$ cat src/video_pkg.sv
package video_pkg;

	typedef enum logic [1:0] {
		mode_hmd  = 2'd0, // 1440x900
		mode_xga  = 2'd1, // 1024x768
		mode_fhd  = 2'd2, // 1920x1080
		mode_720p = 2'd3  // 1280x720
	} video_mode_e;

	typedef logic [11:0] count_t;
	typedef logic [7:0]  pixel_t;
	typedef logic [7:0]  clk_div_t; // Synthesizer M or D, minus one

	typedef struct packed {
		count_t   hpixels;
		count_t   hfp;
		count_t   hsync_pw;
		count_t   hbp;
		count_t   vlines;
		count_t   vfp;
		count_t   vsync_pw;
		count_t   vbp;
		logic     sync_active_low;
		clk_div_t pclk_m;
		clk_div_t pclk_d;
	} mode_timing_t;

	////////////////////////////////////////////////////////////
	// Per-mode timing, indexed by video_mode_e
	////////////////////////////////////////////////////////////
	localparam mode_timing_t MODE_TABLE [4] = '{
		'{hpixels: 12'd1440, hfp: 12'd80, hsync_pw: 12'd152, hbp: 12'd232,
			vlines: 12'd900, vfp: 12'd1, vsync_pw: 12'd3, vbp: 12'd28,
			sync_active_low: 1'b1, pclk_m: 8'd180, pclk_d: 8'd84},   // 106.47 MHz
		'{hpixels: 12'd1024, hfp: 12'd24, hsync_pw: 12'd136, hbp: 12'd160,
			vlines: 12'd768, vfp: 12'd3, vsync_pw: 12'd6, vbp: 12'd29,
			sync_active_low: 1'b1, pclk_m: 8'd81, pclk_d: 8'd62},    // 65 MHz
		'{hpixels: 12'd1920, hfp: 12'd88, hsync_pw: 12'd44, hbp: 12'd148,
			vlines: 12'd1080, vfp: 12'd4, vsync_pw: 12'd5, vbp: 12'd36,
			sync_active_low: 1'b0, pclk_m: 8'd198, pclk_d: 8'd66},   // 148.5 MHz
		'{hpixels: 12'd1280, hfp: 12'd110, hsync_pw: 12'd40, hbp: 12'd220,
			vlines: 12'd720, vfp: 12'd5, vsync_pw: 12'd5, vbp: 12'd20,
			sync_active_low: 1'b0, pclk_m: 8'd247, pclk_d: 8'd166}   // 74.25 MHz
	};

	// Colour bars as {red, green, blue}
	localparam logic [23:0] BAR_COLORS [8] = '{
		24'hFFFFFF, // White
		24'hFFFF00, // Yellow
		24'h00FFFF, // Cyan
		24'h00FF00, // Green
		24'hFF00FF, // Magenta
		24'hFF0000, // Red
		24'h0000FF, // Blue
		24'h000000  // Black
	};

	function automatic count_t h_total(video_mode_e m);
		mode_timing_t t;
		t = MODE_TABLE[m];
		return t.hpixels + t.hfp + t.hsync_pw + t.hbp;
	endfunction

	function automatic count_t v_total(video_mode_e m);
		mode_timing_t t;
		t = MODE_TABLE[m];
		return t.vlines + t.vfp + t.vsync_pw + t.vbp;
	endfunction

endpackage

$ cat src/mode_ctrl.sv
module mode_ctrl import video_pkg::*; #(
	parameter int DEBOUNCE_CYCLES = 65536
) (
	input  logic        clk50m_bufg,
	input  logic        rst,
	input  logic [1:0]  mode_sw,
	output video_mode_e mode,
	output logic        mode_change,
	output clk_div_t    pclk_m,
	output clk_div_t    pclk_d
);

	localparam int CNT_W = $clog2(DEBOUNCE_CYCLES + 1);
	localparam logic [CNT_W-1:0] CNT_LAST = CNT_W'(DEBOUNCE_CYCLES - 1);

	logic [1:0]       sw_meta;
	logic [1:0]       sw_sync;
	video_mode_e      sw_last;    // Last synchronized switch value
	logic [CNT_W-1:0] stable_cnt;
	logic             commit;

	////////////////////////////////////////////////////////////
	// Two-flop synchronizer
	////////////////////////////////////////////////////////////
	always_ff @(posedge clk50m_bufg) begin
		if (rst) begin
			sw_meta <= 2'b00;
			sw_sync <= 2'b00;
		end else begin
			sw_meta <= mode_sw;
			sw_sync <= sw_meta;
		end
	end

	// Stability counter, restarts on any switch movement
	always_ff @(posedge clk50m_bufg) begin
		if (rst) begin
			sw_last    <= mode_hmd;
			stable_cnt <= '0;
		end else if (sw_sync != sw_last) begin
			sw_last    <= video_mode_e'(sw_sync);
			stable_cnt <= '0;
		end else if (stable_cnt != CNT_LAST) begin
			stable_cnt <= stable_cnt + 1'b1; // Saturates at CNT_LAST
		end
	end

	assign commit = (stable_cnt == CNT_LAST) && (sw_last != mode);

	////////////////////////////////////////////////////////////
	// Committed mode and synthesizer values
	////////////////////////////////////////////////////////////
	always_ff @(posedge clk50m_bufg) begin
		if (rst) begin
			mode        <= mode_hmd;
			pclk_m      <= MODE_TABLE[mode_hmd].pclk_m;
			pclk_d      <= MODE_TABLE[mode_hmd].pclk_d;
			mode_change <= 1'b0;
		end else begin
			mode_change <= commit; // One-cycle pulse with the new mode
			if (commit) begin
				mode   <= sw_last;
				pclk_m <= MODE_TABLE[sw_last].pclk_m;
				pclk_d <= MODE_TABLE[sw_last].pclk_d;
			end
		end
	end

	a_change_single: assert property (@(posedge clk50m_bufg) disable iff (rst)
		mode_change |=> !mode_change);

endmodule

$ cat src/video_timing.sv
module video_timing import video_pkg::*; (
	input  logic        clk50m_bufg,
	input  logic        rst,
	input  video_mode_e mode,
	input  logic        mode_change,
	output count_t      hcount,
	output logic        hblnk,
	output logic        vblnk,
	output logic        hsync_raw,
	output logic        vsync_raw
);

	mode_timing_t tm;
	count_t       htotal;
	count_t       vtotal;
	count_t       hs_start;
	count_t       hs_end;
	count_t       vs_start;
	count_t       vs_end;
	count_t       vcount;
	count_t       h_next;
	count_t       v_next;

	assign tm       = MODE_TABLE[mode];
	assign htotal   = h_total(mode);
	assign vtotal   = v_total(mode);
	assign hs_start = tm.hpixels + tm.hfp;       // First hsync pixel
	assign hs_end   = hs_start + tm.hsync_pw;    // First pixel after hsync
	assign vs_start = tm.vlines + tm.vfp;
	assign vs_end   = vs_start + tm.vsync_pw;

	////////////////////////////////////////////////////////////
	// Next counter values
	////////////////////////////////////////////////////////////
	always_comb begin
		h_next = hcount + 12'd1;
		v_next = vcount;
		if (mode_change) begin
			h_next = '0; // Restart the frame in the new mode
			v_next = '0;
		end else if (hcount == htotal - 12'd1) begin
			h_next = '0;
			if (vcount == vtotal - 12'd1) begin
				v_next = '0;
			end else begin
				v_next = vcount + 12'd1;
			end
		end
	end

	// Decode from the next counts so flags line up with hcount
	always_ff @(posedge clk50m_bufg) begin
		if (rst) begin
			hcount    <= '0;
			vcount    <= '0;
			hblnk     <= 1'b0;
			vblnk     <= 1'b0;
			hsync_raw <= 1'b0;
			vsync_raw <= 1'b0;
		end else begin
			hcount    <= h_next;
			vcount    <= v_next;
			hblnk     <= (h_next >= tm.hpixels);
			vblnk     <= (v_next >= tm.vlines);
			hsync_raw <= (h_next >= hs_start) && (h_next < hs_end);
			vsync_raw <= (v_next >= vs_start) && (v_next < vs_end);
		end
	end

	// Old count may still be out of range in the mode_change cycle
	a_hcount_range: assert property (@(posedge clk50m_bufg) disable iff (rst)
		!mode_change |-> (hcount < htotal));

endmodule

$ cat src/color_bar.sv
module color_bar import video_pkg::*; (
	input  logic        clk50m_bufg,
	input  logic        rst,
	input  video_mode_e mode,
	input  count_t      hcount,
	output pixel_t      red,
	output pixel_t      green,
	output pixel_t      blue
);

	count_t     bar_w;     // One eighth of the active width
	logic [2:0] bar_idx_d;
	logic [2:0] bar_idx_q;

	assign bar_w = MODE_TABLE[mode].hpixels >> 3;

	////////////////////////////////////////////////////////////
	// Stage 1: bar index by boundary compare
	////////////////////////////////////////////////////////////
	always_comb begin
		bar_idx_d = 3'd0;
		for (int k = 1; k < 8; k++) begin
			if (hcount >= count_t'(bar_w * k)) begin
				bar_idx_d = 3'(k);
			end
		end
		if (hcount >= MODE_TABLE[mode].hpixels) begin
			bar_idx_d = 3'd7; // Black in blanking
		end
	end

	always_ff @(posedge clk50m_bufg) begin
		if (rst) begin
			bar_idx_q <= 3'd7;
		end else begin
			bar_idx_q <= bar_idx_d;
		end
	end

	// Stage 2: colour lookup
	always_ff @(posedge clk50m_bufg) begin
		if (rst) begin
			red   <= '0;
			green <= '0;
			blue  <= '0;
		end else begin
			{red, green, blue} <= BAR_COLORS[bar_idx_q];
		end
	end

endmodule

$ cat src/video_out.sv
module video_out import video_pkg::*; (
	input  logic        clk50m_bufg,
	input  logic        rst,
	input  video_mode_e mode,
	input  logic        hblnk,
	input  logic        vblnk,
	input  logic        hsync_raw,
	input  logic        vsync_raw,
	input  pixel_t      red_in,
	input  pixel_t      green_in,
	input  pixel_t      blue_in,
	output logic        hsync,
	output logic        vsync,
	output logic        de,
	output pixel_t      red,
	output pixel_t      green,
	output pixel_t      blue
);

	localparam logic RST_POL = MODE_TABLE[mode_hmd].sync_active_low;

	logic pol;
	logic hsync_q1;
	logic vsync_q1;
	logic de_q1;

	assign pol = MODE_TABLE[mode].sync_active_low;

	////////////////////////////////////////////////////////////
	// Two-stage alignment with the colour pipeline
	////////////////////////////////////////////////////////////
	always_ff @(posedge clk50m_bufg) begin
		if (rst) begin
			hsync_q1 <= RST_POL; // Idle level of HMD
			vsync_q1 <= RST_POL;
			de_q1    <= 1'b0;
			hsync    <= RST_POL;
			vsync    <= RST_POL;
			de       <= 1'b0;
		end else begin
			hsync_q1 <= hsync_raw ^ pol;
			vsync_q1 <= vsync_raw ^ pol;
			de_q1    <= !(hblnk || vblnk);
			hsync    <= hsync_q1;
			vsync    <= vsync_q1;
			de       <= de_q1;
		end
	end

	assign red   = de ? red_in   : '0;
	assign green = de ? green_in : '0;
	assign blue  = de ? blue_in  : '0;

	a_rgb_blank: assert property (@(posedge clk50m_bufg) disable iff (rst)
		!de |-> (red == '0 && green == '0 && blue == '0));

endmodule

$ cat src/video_top.sv
module video_top import video_pkg::*; #(
	parameter int DEBOUNCE_CYCLES = 65536
) (
	input  logic       clk50m_bufg,
	input  logic       rst,
	input  logic [1:0] mode_sw,
	output logic       hsync,
	output logic       vsync,
	output logic       de,
	output pixel_t     red,
	output pixel_t     green,
	output pixel_t     blue,
	output clk_div_t   pclk_m,
	output clk_div_t   pclk_d
);

	video_mode_e mode;
	logic        mode_change;
	count_t      hcount;
	logic        hblnk;
	logic        vblnk;
	logic        hsync_raw;
	logic        vsync_raw;
	pixel_t      bar_red;
	pixel_t      bar_green;
	pixel_t      bar_blue;

	mode_ctrl #(
		.DEBOUNCE_CYCLES(DEBOUNCE_CYCLES)
	) u_mode_ctrl (
		.clk50m_bufg (clk50m_bufg),
		.rst         (rst),
		.mode_sw     (mode_sw),
		.mode        (mode),
		.mode_change (mode_change),
		.pclk_m      (pclk_m),
		.pclk_d      (pclk_d)
	);

	video_timing u_video_timing (
		.clk50m_bufg (clk50m_bufg),
		.rst         (rst),
		.mode        (mode),
		.mode_change (mode_change),
		.hcount      (hcount),
		.hblnk       (hblnk),
		.vblnk       (vblnk),
		.hsync_raw   (hsync_raw),
		.vsync_raw   (vsync_raw)
	);

	color_bar u_color_bar (
		.clk50m_bufg (clk50m_bufg),
		.rst         (rst),
		.mode        (mode),
		.hcount      (hcount),
		.red         (bar_red),
		.green       (bar_green),
		.blue        (bar_blue)
	);

	video_out u_video_out (
		.clk50m_bufg (clk50m_bufg),
		.rst         (rst),
		.mode        (mode),
		.hblnk       (hblnk),
		.vblnk       (vblnk),
		.hsync_raw   (hsync_raw),
		.vsync_raw   (vsync_raw),
		.red_in      (bar_red),
		.green_in    (bar_green),
		.blue_in     (bar_blue),
		.hsync       (hsync),
		.vsync       (vsync),
		.de          (de),
		.red         (red),
		.green       (green),
		.blue        (blue)
	);

endmodule

$ cat config.mk
export PLATFORM = sky130hd
export DESIGN_NAME = video_top
export DESIGN_NICKNAME = d
export VERILOG_FILES = /design/src/video_pkg.sv /design/src/mode_ctrl.sv /design/src/video_timing.sv /design/src/color_bar.sv /design/src/video_out.sv /design/src/video_top.sv
export SDC_FILE = /design/constraint.sdc
export NUM_CORES = 1
export LEC_CHECK = 0
export BUFFER_PORTS_ARGS = -buffer_cell sky130_fd_sc_hd__buf_2
export CAP_MARGIN = 20
export CORE_UTILIZATION = 59
export DETAILED_ROUTE_END_ITERATION = 8
export GPL_TIMING_DRIVEN = 0
export HOLD_SLACK_MARGIN = 0.12
export PLACE_DENSITY = 0.85
export RECOVER_POWER = 25
export SLEW_MARGIN = 20
export SYNTH_ARGS = -nofsm -noshare
export SYNTH_HDL_FRONTEND = slang
export SYNTH_SLANG_ARGS = --single-unit
$ cat constraint.sdc
create_clock -name clk50m_bufg -period 7.4 [get_ports clk50m_bufg]
set_input_delay 0.37 -clock clk50m_bufg [delete_from_list [all_inputs] [get_ports clk50m_bufg]]
set_output_delay 0.37 -clock clk50m_bufg [all_outputs]
set_load 0.1 [all_outputs]
==> results.py, run 1 <==
metrics = {
    "route": {
        "route.detailed.drc": 0,
        "initialDrtViolationCount": 465,
        "via_per_inst": 6.00,
        "via_count": 5509,
        "detail-route-antenna-nets": 0,
        "wl_per_cell_um": 16.7,
        "finalWirelength_mm": 15.3,
        "drtPass1Iterations": 7,
    },
    "global_route": {
        "grt_pass1_wl_mm": 25.6,
        "grt_util_all_layers_pct": 29.6,
        "antenna_found_initial": 0,
        "grt.overflow.total": 0,
        "grt_pass1_vias": 5343,
        "grt_max_degree": 16,
    },
    "place": {
        "portBuffers": 43,
        "place_area_sq_mm": 0.00647,
        "dp_hpwl_mm": 11.8,
        "gp_congestion": 0.921,
    },
    "timing": {
        "drv_slew": 0,
        "setup_viol": 0,
        "fin_crit_ns": 6.41,
        "fin_skew_ns": 0.0128,
        "fmax_mhz": 156,
        "rsz0062_at_grt": "no",
        "fin_crit_sh_pct": 86.7,
        "tightest_slew_ns": 1.18,
        "relSlewSlack_pct": 22.0,
        "setup_tns_ns": 0,
        "hold_violations": 0,
    },
    "critical_path": {
        "cp-start-kind": "flip-flop",
        "crit_chain": "clkbuf_1 -> inv_1 -> ha_1 -> ha_1 -> nand3_1 -> nor2_1 -> nand4_2 -> or4_4 -> o41ai_4 -> buf_6 -> buf_4 -> nor2_1 -> ha_1 -> a21o_1 -> a21o_1 -> a21oi_1 -> nor2_1 -> a2111oi_0 -> o21a_1 -> a211oi_1",
        "worst-path-max-fanout": 11,
        "cp.arrival_ns": 6.64,
        "crit_type": "reg -> reg",
        "slowest_stage": "or4_4",
        "cp.required_ns": 7.63,
        "critPathCaptureType": "flip-flop",
        "slowest_delay_ns": 0.64,
    },
    "power_and_ir_drop": {
        "swShare_pct": 27.5,
        "switchingPower_uw": 224,
        "p_leak_uw": 0.00319,
        "p_int_uw": 593,
        "seqPwrFrac_pct": 50.1,
        "irDropWorstVdd_mv": 0.0924,
        "power_uw": 817,
        "clock_power_share_pct": 40.5,
        "power.share.combinational_pct": 9.5,
        "power.density_mw_per_mm2": 123,
    },
    "final_layout": {
        "nets": 901,
        "drive_gt1_share_pct": 11.2,
        "diodes": 0,
        "final.fill_count": 810,
        "finish.utilization_pct": 67.3,
        "final_area_sq_mm": 0.00667,
        "areaGrowthSynthToFinish_pct": 9.49,
    },
    "worst_hold_path": {
        "holdCritPathClass": "in -> reg",
    },
    "yosys": {
        "synthTopCellsByArea": "dfxtp_1 24%, ha_1 24%, nor2_1 5.2%",
        "synth_top_area_cell": "dfxtp_1",
        "synth-main-ff-cell": "dfxtp_1",
        "synth_top_area_share_pct": 24.3,
        "yosysSeqAreaShare_pct": 24.3,
        "synth-edff-count": 0,
        "ys_ff_latch": 74,
        "async_reset_ff_share_pct": 0,
        "synth_most_common_cell": "ha_1",
        "yosysWarnings": 0,
        "synth_area_sq_mm": 0.00609,
        "ys_types": 55,
        "synth_cells": 725,
        "synth_commonest_cells": "117 x ha_1, 85 x nor2_1, 74 x dfxtp_1",
        "avgSynthCellArea_sq_um": 8.40,
    },
    "die": {
        "io_pins": 47,
        "die_h_um": 104,
        "dieArea_sq_mm": 0.0107,
        "row_count": 36,
        "core-area_sq_mm": 0.00991,
        "floorplan.initialDensity_pct": 61.5,
        "die_w_um": 104,
    },
    "clock_network": {
        "ctsLongestPathBuffers": 2,
        "cts_resized": 0,
        "clock-root-buffer": "clkbuf_8",
        "clkSinkCount": 74,
        "h-tree-depth": 3,
        "numCtsBuffers": 9,
        "clkLatencyLatePin_ns": 0.36,
        "hold_buffers": 0,
        "clkTransAtPathRegs_ns": 0.08,
        "cts_tree": "built",
        "post-cts-setup-buffer-count": 0,
    },
    "run_status": {
        "status": "complete, no violations",
    },
    "job": {
        "drv_cap": 0,
    },
}
[routing by layer]
layer / GRT usage [%] / wire (um) / vias to the layer above / share of wire, %
li1: - / - / 2661 / -
met2: 50.6 / 7250 / 247 / 47
met4: 11.9 / 437 / 0 / 2.8
met1: 36.4 / 6500 / 2561 / 42
met5: 0 / 0 / - / 0
met3: 5.85 / 1150 / 40 / 7.5
[sequential cells by signal (all words and copies together), names as in the netlist, 2 cells and up]
signal	flops
u_video_timing.vcount	12
u_mode_ctrl.pclk_d	6
u_mode_ctrl.sw_last	2
u_mode_ctrl.sw_sync	2
u_color_bar.bar_idx_q	3
u_video_timing.hcount	12
u_mode_ctrl.stable_cnt	17
u_mode_ctrl.pclk_m	3
u_mode_ctrl.sw_meta	2
[layout by cell type (no fill, tap or decap), drive strengths merged, types with 5 or more instances in the layout]
cell type | synthesis | layout
nor3 | 25 | 25
nor2 | 85 | 85
or3 | 12 | 12
mux2i | 6 | 6
dfxtp | 74 | 74
a31oi | 6 | 6
and3 | 12 | 12
xor2 | 24 | 24
a2111oi | 5 | 5
a21o | 9 | 9
a211o | 5 | 5
o211ai | 5 | 5
nand3 | 21 | 21
o21ai | 26 | 26
buf | 37 | 64
a211oi | 7 | 7
xnor2 | 29 | 29
inv | 40 | 42
nand2b | 11 | 11
nand2 | 26 | 26
a21oi | 34 | 34
nor4 | 7 | 7
nor2b | 17 | 17
nand4 | 18 | 18
or2 | 6 | 6
ha | 117 | 117
and2 | 5 | 5
clkbuf | 13 | 39
o21a | 12 | 12
[kinds of logic (layout without fill, tap and decap cells)]
kind of cell | Yosys count | count (layout) | share of synthesized area (%)
other | 2 | 3 | 0.123
xor gates and xnor gates | 53 | 53 | 7.62
and+or+nand+nor | 254 | 254 | 21.2
adders and majority gates | 117 | 117 | 24.0
AOI/OAI and AO/OA | 129 | 129 | 14.2
buffers and inverters | 90 | 149 | 7.52
muxes | 6 | 6 | 0.986
DFF | 74 | 74 | 24.3
[worst max-delay path: cells and delay by family (launching register included)]
family                   cells  cell delay (ns)
buffers and inverters        4             1.26
AO/OA/AOI/OAI                7             1.68
adder cells (fa/ha/maj)      3             1.39
flip-flops                   1             0.61
AND/OR/NAND/NOR              6             1.32
[layout make-up]
| type | instances | area [sq um] | area share (%) |
|---|---|---|---|
| Multi-Input combinational cell | 562 | 4150 | 62.3 |
| Sequential cell | 74 | 1480 | 22.2 |
| Buffer | 50 | 307 | 4.60 |
| Timing Repair Buffer | 43 | 199 | 2.98 |
| Tap cell | 133 | 166 | 2.50 |
| Inverter | 40 | 150 | 2.25 |
| Clock buffer | 10 | 138 | 2.06 |
| Clock inverter | 6 | 72.6 | 1.09 |
[worst paths after layout]
path / to / depth (start not counted) / slack (ns) / start
worst max register to register: u_video_timing.vblnk / 20 / 0.99 / u_mode_ctrl.pclk_m[1]
worst max-delay path: u_video_timing.vblnk / 20 / 0.99 / u_mode_ctrl.pclk_m[1]
worst min register to register: u_color_bar.green[7] / 1 / 0.38 / u_color_bar.bar_idx_q[2]
worst min-delay path: u_mode_ctrl.sw_meta[1] / 2 / 0.22 / mode_sw[1]
[power by group through the flow]
| stage | clock [uW] | combinational (uW) | sequential (uW) |
|---|---|---|---|
| global placement | 0 | 75.4 | 418 |
| global route | 353 | 83.1 | 410 |
| detailed placement | 0 | 77.1 | 419 |
| floorplan | 0 | 63.0 | 419 |
| finish | 331 | 77.4 | 409 |
| CTS | 332 | 77.5 | 409 |
[through the flow]
stage | setup WS [ns] | hold WS (ns) | std cells
floorplan | 1.75 | 0.363 | 726
global placement | 1.44 | 0.364 | 902
detailed placement | 1.40 | 0.371 | 902
CTS | 1.37 | 0.210 | 918
global route | 0.676 | 0.210 | 918
finish | 0.985 | 0.221 | 918
(Power assumes the default switching activity.)
==> run 2, diff against run 1 <==
--- a/config.mk
+++ b/config.mk
@@ -7,7 +7,8 @@
 export LEC_CHECK = 0
 export BUFFER_PORTS_ARGS = -buffer_cell sky130_fd_sc_hd__buf_2
 export CAP_MARGIN = 20
-export CORE_UTILIZATION = 59
+export CORE_UTILIZATION = 57
+export CTS_BUF_LIST = sky130_fd_sc_hd__clkbuf_4 sky130_fd_sc_hd__clkbuf_8
 export DETAILED_ROUTE_END_ITERATION = 8
 export GPL_TIMING_DRIVEN = 0
 export HOLD_SLACK_MARGIN = 0.12
==> constraint.sdc (replaced) <==
create_clock -name clk50m_bufg -period 5.6 [get_ports clk50m_bufg]
set_input_delay 0.28 -clock clk50m_bufg [delete_from_list [all_inputs] [get_ports clk50m_bufg]]
set_output_delay 0.28 -clock clk50m_bufg [all_outputs]
set_load 0.1 [all_outputs]
==> run 2 against run 1 <==
Sequential power grew 32%; routed wire length grew 0.62%; fmax rose by 19%; core utilization down 2.2 points; clock-buffer cell count is 1 higher; largest power group unchanged.
==> results.py, run 2 (synthesis gave the netlist of run 1 again) <==
metrics = {
    "critical_path": {
        "timing.rr.start": "u_mode_ctrl.mode[0]",
        "crit_path_end": "u_video_timing.vblnk",
        "crit_type": "reg -> reg",
        "crit_path_frequent_cell": "nor2_1",
        "crit_chain": "inv_2 -> ha_4 -> clkbuf_4 -> clkinvlp_4 -> ha_1 -> nand3_1 -> nor2_1 -> nand4_2 -> or4_4 -> o41ai_4 -> buf_6 -> buf_4 -> nor2_1 -> ha_1 -> a21o_1 -> a21o_1 -> a21oi_1 -> nor2_1 -> a2111oi_1 -> o21a_1 -> a211oi_1",
        "cp-startpoint": "u_mode_ctrl.mode[0]",
        "cp-start-kind": "flip-flop",
        "slowest_delay_ns": 0.64,
        "cp.arrival_ns": 5.60,
        "worst-path-max-fanout": 10,
        "r2r_slack_ns": 0.21,
        "critPathCaptureType": "flip-flop",
        "ff2ff_path_depth": 21,
        "slowest_stage": "or4_4",
        "r2r-end": "u_video_timing.vblnk",
        "cp.required_ns": 5.81,
    },
    "clock_network": {
        "clock-root-buffer": "clkbuf_8",
        "clkLatencyLatePin_ns": 0.35,
        "numCtsBuffers": 9,
        "ctsLongestPathBuffers": 2,
        "hold_buffers": 0,
        "cts_tree": "built",
        "clkSinkCount": 74,
        "clkTransAtPathRegs_ns": 0.07,
        "h-tree-depth": 3,
    },
    "final_layout": {
        "diodes": 0,
        "drive_gt1_share_pct": 12.2,
        "top_regs": "u_mode_ctrl.stable_cnt x17, u_video_timing.hcount x12, u_video_timing.vcount x12",
        "ff_latch_area_sq_mm": 0.00149,
        "regMostFlops": "u_mode_ctrl.stable_cnt",
        "nets": 903,
        "areaGrowthSynthToFinish_pct": 10.4,
        "final.fill_count": 807,
        "final_common_cell": "ha_1",
        "multi_input_area_sq_mm": 0.00418,
        "final_cell_mix": "114 x ha_1, 85 x nor2_1, 73 x dfxtp_1",
        "largest_reg_flops": 17,
    },
    "power_and_ir_drop": {
        "p_leak_uw": 0.00319,
        "irDropWorstVdd_mv": 0.133,
        "power.density_mw_per_mm2": 158,
    },
    "route": {
        "drtPass1Iterations": 5,
        "wl_per_cell_um": 16.7,
        "finalWirelength_mm": 15.4,
        "via_count": 5570,
        "via_per_inst": 6.04,
        "route.detailed.drc": 0,
        "detail-route-antenna-nets": 0,
        "initialDrtViolationCount": 517,
    },
    "timing": {
        "setup_viol": 0,
        "hold_violations": 0,
        "fin_crit_sh_pct": 96.2,
        "rsz0062_at_grt": "no",
        "drv_slew": 0,
        "fin_crit_ns": 5.39,
        "holdWs_ns": 0.131,
        "fmax_mhz": 186,
        "finalWorstSetupSlack_ns": 0.215,
        "fin_skew_ns": 0.00737,
        "tightest_slew_ns": 1.17,
        "relSlewSlack_pct": 22.1,
    },
    "place": {
        "dp_hpwl_mm": 11.8,
        "dp_slack_ns": -0.309,
        "portBuffers": 43,
        "gp_congestion": 0.974,
    },
    "die": {
        "die_w_um": 105,
        "floorplan.initialDensity_pct": 59.0,
        "row_count": 37,
        "core-area_sq_mm": 0.0103,
        "dieArea_sq_mm": 0.0111,
        "io_pins": 47,
        "die_h_um": 105,
    },
    "job": {
        "drv_cap": 0,
    },
    "global_route": {
        "antenna_found_initial": 0,
        "grt_pass1_wl_mm": 24.8,
        "grt_max_degree": 15,
        "grt.overflow.total": 0,
        "grt_util_all_layers_pct": 28.2,
        "grt_pass1_vias": 5298,
    },
    "worst_hold_path": {
        "holdCritPathClass": "in -> reg",
    },
    "run_status": {
        "status": "complete, no violations",
    },
}
run 2: per-layer routing:
metal  vias up  wire length, um  GRT usage, %
li1       2660                -             -
met2       273             7250          48.4
met1      2578             6430          33.1
met5         -                0             0
met4         0              510          13.5
met3        59             1250          6.31
run 2: worst min path at each step:
stage,to,startpoint,cells past startpoint
after floorplan,u_color_bar.green[7],u_color_bar.bar_idx_q[2],1
after global placement,u_color_bar.green[7],u_color_bar.bar_idx_q[2],1
after detailed placement,u_video_out.de_q1,u_video_timing.vblnk,1
after CTS,u_mode_ctrl.sw_meta[1],mode_sw[1],2
after global routing,u_mode_ctrl.sw_meta[1],mode_sw[1],2
final,u_mode_ctrl.sw_meta[1],mode_sw[1],2
run 2: final cells by class:
cell class | instances | area share [%]
Multi-Input combinational cell | 562 | 62.2
Sequential cell | 74 | 22.1
Buffer | 50 | 4.65
Timing Repair Buffer | 45 | 3.16
Tap cell | 136 | 2.53
Inverter | 40 | 2.34
Clock buffer | 11 | 2.25
Clock inverter | 4 | 0.763
run 2: power by group:
part           switching (uW)  total [uW]  internal (uW)
Sequential               6.63         540            534
Combinational            75.9         103           27.2
Clock                     191         418            227
run 2: critical path: cells and delay by family (launching register included):
family          cells  cell delay [ns]
fa+ha+maj           3             0.86
simple gates        6             1.33
flops               1             0.43
buf+inv             5             0.95
compound gates      7             1.64
run 2: per-stage QoR:
stage               cells  total power [uW]  TNS, ns  utilization [%]  cell area, sq um
floorplan             726               637        0                -              6090
global placement      905               652   -0.271             62.8              6480
global route          922              1100        0             65.1              6720
CTS                   922              1070        0             65.0              6710
finish                922              1060        0             65.1              6720
detailed placement    905               655   -0.452             62.8              6480
run 2: what timing repair did:
action / in CTS / in global routing
endpoints found under the setup margin: 2 / 2
setup buffers: 2 / 0
hold endpoints to repair: 0 / 0
pin swaps: 0 / 0
resized for setup: 4 / 9
==> run 3, diff against run 2 <==
--- a/config.mk
+++ b/config.mk
@@ -13,7 +13,7 @@
 export GPL_TIMING_DRIVEN = 0
 export HOLD_SLACK_MARGIN = 0.12
 export PLACE_DENSITY = 0.85
-export RECOVER_POWER = 25
+export RECOVER_POWER = 50
 export SLEW_MARGIN = 20
 export SYNTH_ARGS = -nofsm -noshare
 export SYNTH_HDL_FRONTEND = slang
==> run 3 against run 2 <==
Setup slack got worse by 0.014 ns; clock power about the same; register-to-register slack about the same; non-clock buffer count unchanged; via count increased by 0.13%; largest power group unchanged.
==> results.py, run 3 (synthesis gave the netlist of run 1 again) <==
metrics = {
    "run_status": {
        "status": "complete, no violations",
    },
    "die": {
        "die_h_um": 105,
        "dieArea_sq_mm": 0.0111,
        "floorplan.initialDensity_pct": 59.0,
        "io_pins": 47,
        "core-area_sq_mm": 0.0103,
        "die_w_um": 105,
        "row_count": 37,
    },
    "global_route": {
        "grt_pass1_vias": 5298,
        "grt_util_all_layers_pct": 28.2,
        "grt.overflow.total": 0,
        "antenna_found_initial": 0,
        "grt_max_degree": 15,
        "grt_pass1_wl_mm": 24.8,
    },
    "timing": {
        "fin_crit_ns": 5.40,
        "fin_skew_ns": 0.00811,
        "drv_slew": 0,
        "rsz0062_at_grt": "no",
        "fmax_mhz": 185,
        "relSlewSlack_pct": 21.8,
        "tightest_slew_ns": 1.18,
        "hold_violations": 0,
        "setup_viol": 0,
        "setup_tns_ns": 0,
        "holdWs_ns": 0.131,
        "fin_crit_sh_pct": 96.4,
    },
    "route": {
        "via_per_inst": 6.05,
        "drtPass1Iterations": 6,
        "route.detailed.drc": 0,
        "via_count": 5577,
        "finalWirelength_mm": 15.5,
        "detail-route-antenna-nets": 0,
        "wl_per_cell_um": 16.8,
        "initialDrtViolationCount": 565,
    },
    "clock_network": {
        "h-tree-depth": 3,
        "clock-root-buffer": "clkbuf_8",
        "clkSinkCount": 74,
        "clkLatencyLatePin_ns": 0.36,
        "cts_tree": "built",
        "clkTransAtPathRegs_ns": 0.07,
        "ctsLongestPathBuffers": 2,
        "numCtsBuffers": 9,
    },
    "power_and_ir_drop": {
        "p_leak_uw": 0.00308,
        "power.density_mw_per_mm2": 158,
        "irDropWorstVdd_mv": 0.133,
    },
    "critical_path": {
        "worst-path-max-fanout": 10,
        "cp-start-kind": "flip-flop",
        "cp.arrival_ns": 5.61,
        "r2r-end": "u_video_timing.vblnk",
        "timing.rr.start": "u_mode_ctrl.mode[0]",
        "slowest_delay_ns": 0.64,
        "crit_type": "reg -> reg",
        "crit_path_frequent_cell": "nor2_1",
        "ff2ff_path_depth": 21,
        "critPathCaptureType": "flip-flop",
        "cp.required_ns": 5.81,
        "crit_chain": "inv_2 -> ha_4 -> clkbuf_4 -> clkinvlp_4 -> ha_1 -> nand3_1 -> nor2_1 -> nand4_2 -> or4_4 -> o41ai_4 -> buf_6 -> buf_4 -> nor2_1 -> ha_1 -> a21o_1 -> a21o_1 -> a21oi_1 -> nor2_1 -> a2111oi_1 -> o21a_1 -> a211oi_1",
        "r2r_slack_ns": 0.20,
        "slowest_stage": "or4_4",
    },
    "final_layout": {
        "top_regs": "u_mode_ctrl.stable_cnt x17, u_video_timing.hcount x12, u_video_timing.vcount x12",
        "nets": 903,
        "largest_reg_flops": 17,
        "drive_gt1_share_pct": 8.78,
        "areaGrowthSynthToFinish_pct": 9.86,
        "diodes": 0,
        "final_cell_mix": "114 x ha_1, 85 x nor2_1, 73 x dfxtp_1",
        "regMostFlops": "u_mode_ctrl.stable_cnt",
        "final_common_cell": "ha_1",
    },
    "worst_hold_path": {
        "hold_end": "u_mode_ctrl.sw_meta[1]",
        "holdCritPathClass": "in -> reg",
        "min_from": "mode_sw[1]",
        "whs_path_depth": 2,
    },
    "place": {
        "dp_hpwl_mm": 11.8,
        "gp_congestion": 0.974,
        "portBuffers": 43,
    },
    "job": {
        "drv_cap": 0,
    },
}
-- run 3: changes by cell type in the layout (fill, tap and decap cells not counted) --
| cell | change |
|---|---|
| clkbuf_1 | +28 |
| buf_2 | -27 |
| buf_1 | -1 |
-- run 3: metrics by stage --
stage	cell area [sq um]	total power (uW)	util [%]	worst slack [ns]	cells
2_1_floorplan	6090	637	-	0.0679	726
3_3_place_gp	6480	652	62.8	-0.239	905
3_5_place_dp	6480	655	62.8	-0.309	905
4_1_cts	6710	1070	65.0	0.0244	922
5_1_grt	6690	1100	64.8	0.0263	922
6_report	6690	1060	64.8	0.201	922
-- run 3: repair_timing --
| action | in CTS | in global routing |
|---|---|---|
| setup buffers | 2 | 0 |
| endpoints found under the setup margin | 2 | 2 |
| gates resized for setup | 4 | 9 |
| hold buffers | 0 | 0 |
| pin swaps | 0 | 0 |
-- run 3: final cells by class --
cell class                      count  area, sq um
Buffer                             50          313
Clock buffer                       11          151
Clock inverter                      4         51.3
Fill cell                         834         3630
Inverter                           40          158
Multi-Input combinational cell    562         4180
Sequential cell                    74         1490
Tap cell                          136          170
Timing Repair Buffer               45          179
-- run 3: worst max-delay path: cells and delay by family (launching register included) --
kind / cells / cell delay (ns)
buffers and inverters: 5 / 0.98
flip-flops: 1 / 0.43
AND/OR/NAND/NOR: 6 / 1.35
AO/OA/AOI/OAI: 7 / 1.65
adder cells (fa/ha/maj): 3 / 0.86
-- run 3: worst max path at each step --
stage | from | end | slack, ns | cells after the start
floorplan | u_mode_ctrl.mode[0] | u_video_timing.vblnk | 0.07 | 21
global route | u_mode_ctrl.mode[0] | u_video_timing.vblnk | 0.03 | 21
global placement | u_mode_ctrl.pclk_m[1] | u_video_timing.vblnk | -0.24 | 20
CTS | u_mode_ctrl.pclk_m[1] | u_video_timing.vblnk | 0.02 | 20
detailed placement | u_mode_ctrl.pclk_m[1] | u_video_timing.vblnk | -0.31 | 20
finish | u_mode_ctrl.mode[0] | u_video_timing.vblnk | 0.20 | 21
-- run 3: per-layer routing --
metal / track usage [%] / share of wire [%] / wire length (um)
met5: 0 / 0 / 0
met4: 13.5 / 3.1 / 486
met3: 6.31 / 8.8 / 1360
met2: 48.4 / 47 / 7290
met1: 33.1 / 41 / 6370
-- run 3: power by group --
| group | total, uW | switching [uW] | internal [uW] |
|---|---|---|---|
| sequential | 540 | 6.70 | 534 |
| combinational | 102 | 76.0 | 25.8 |
| clock | 417 | 190 | 227 |
| total | 1060 | 273 | 787 |
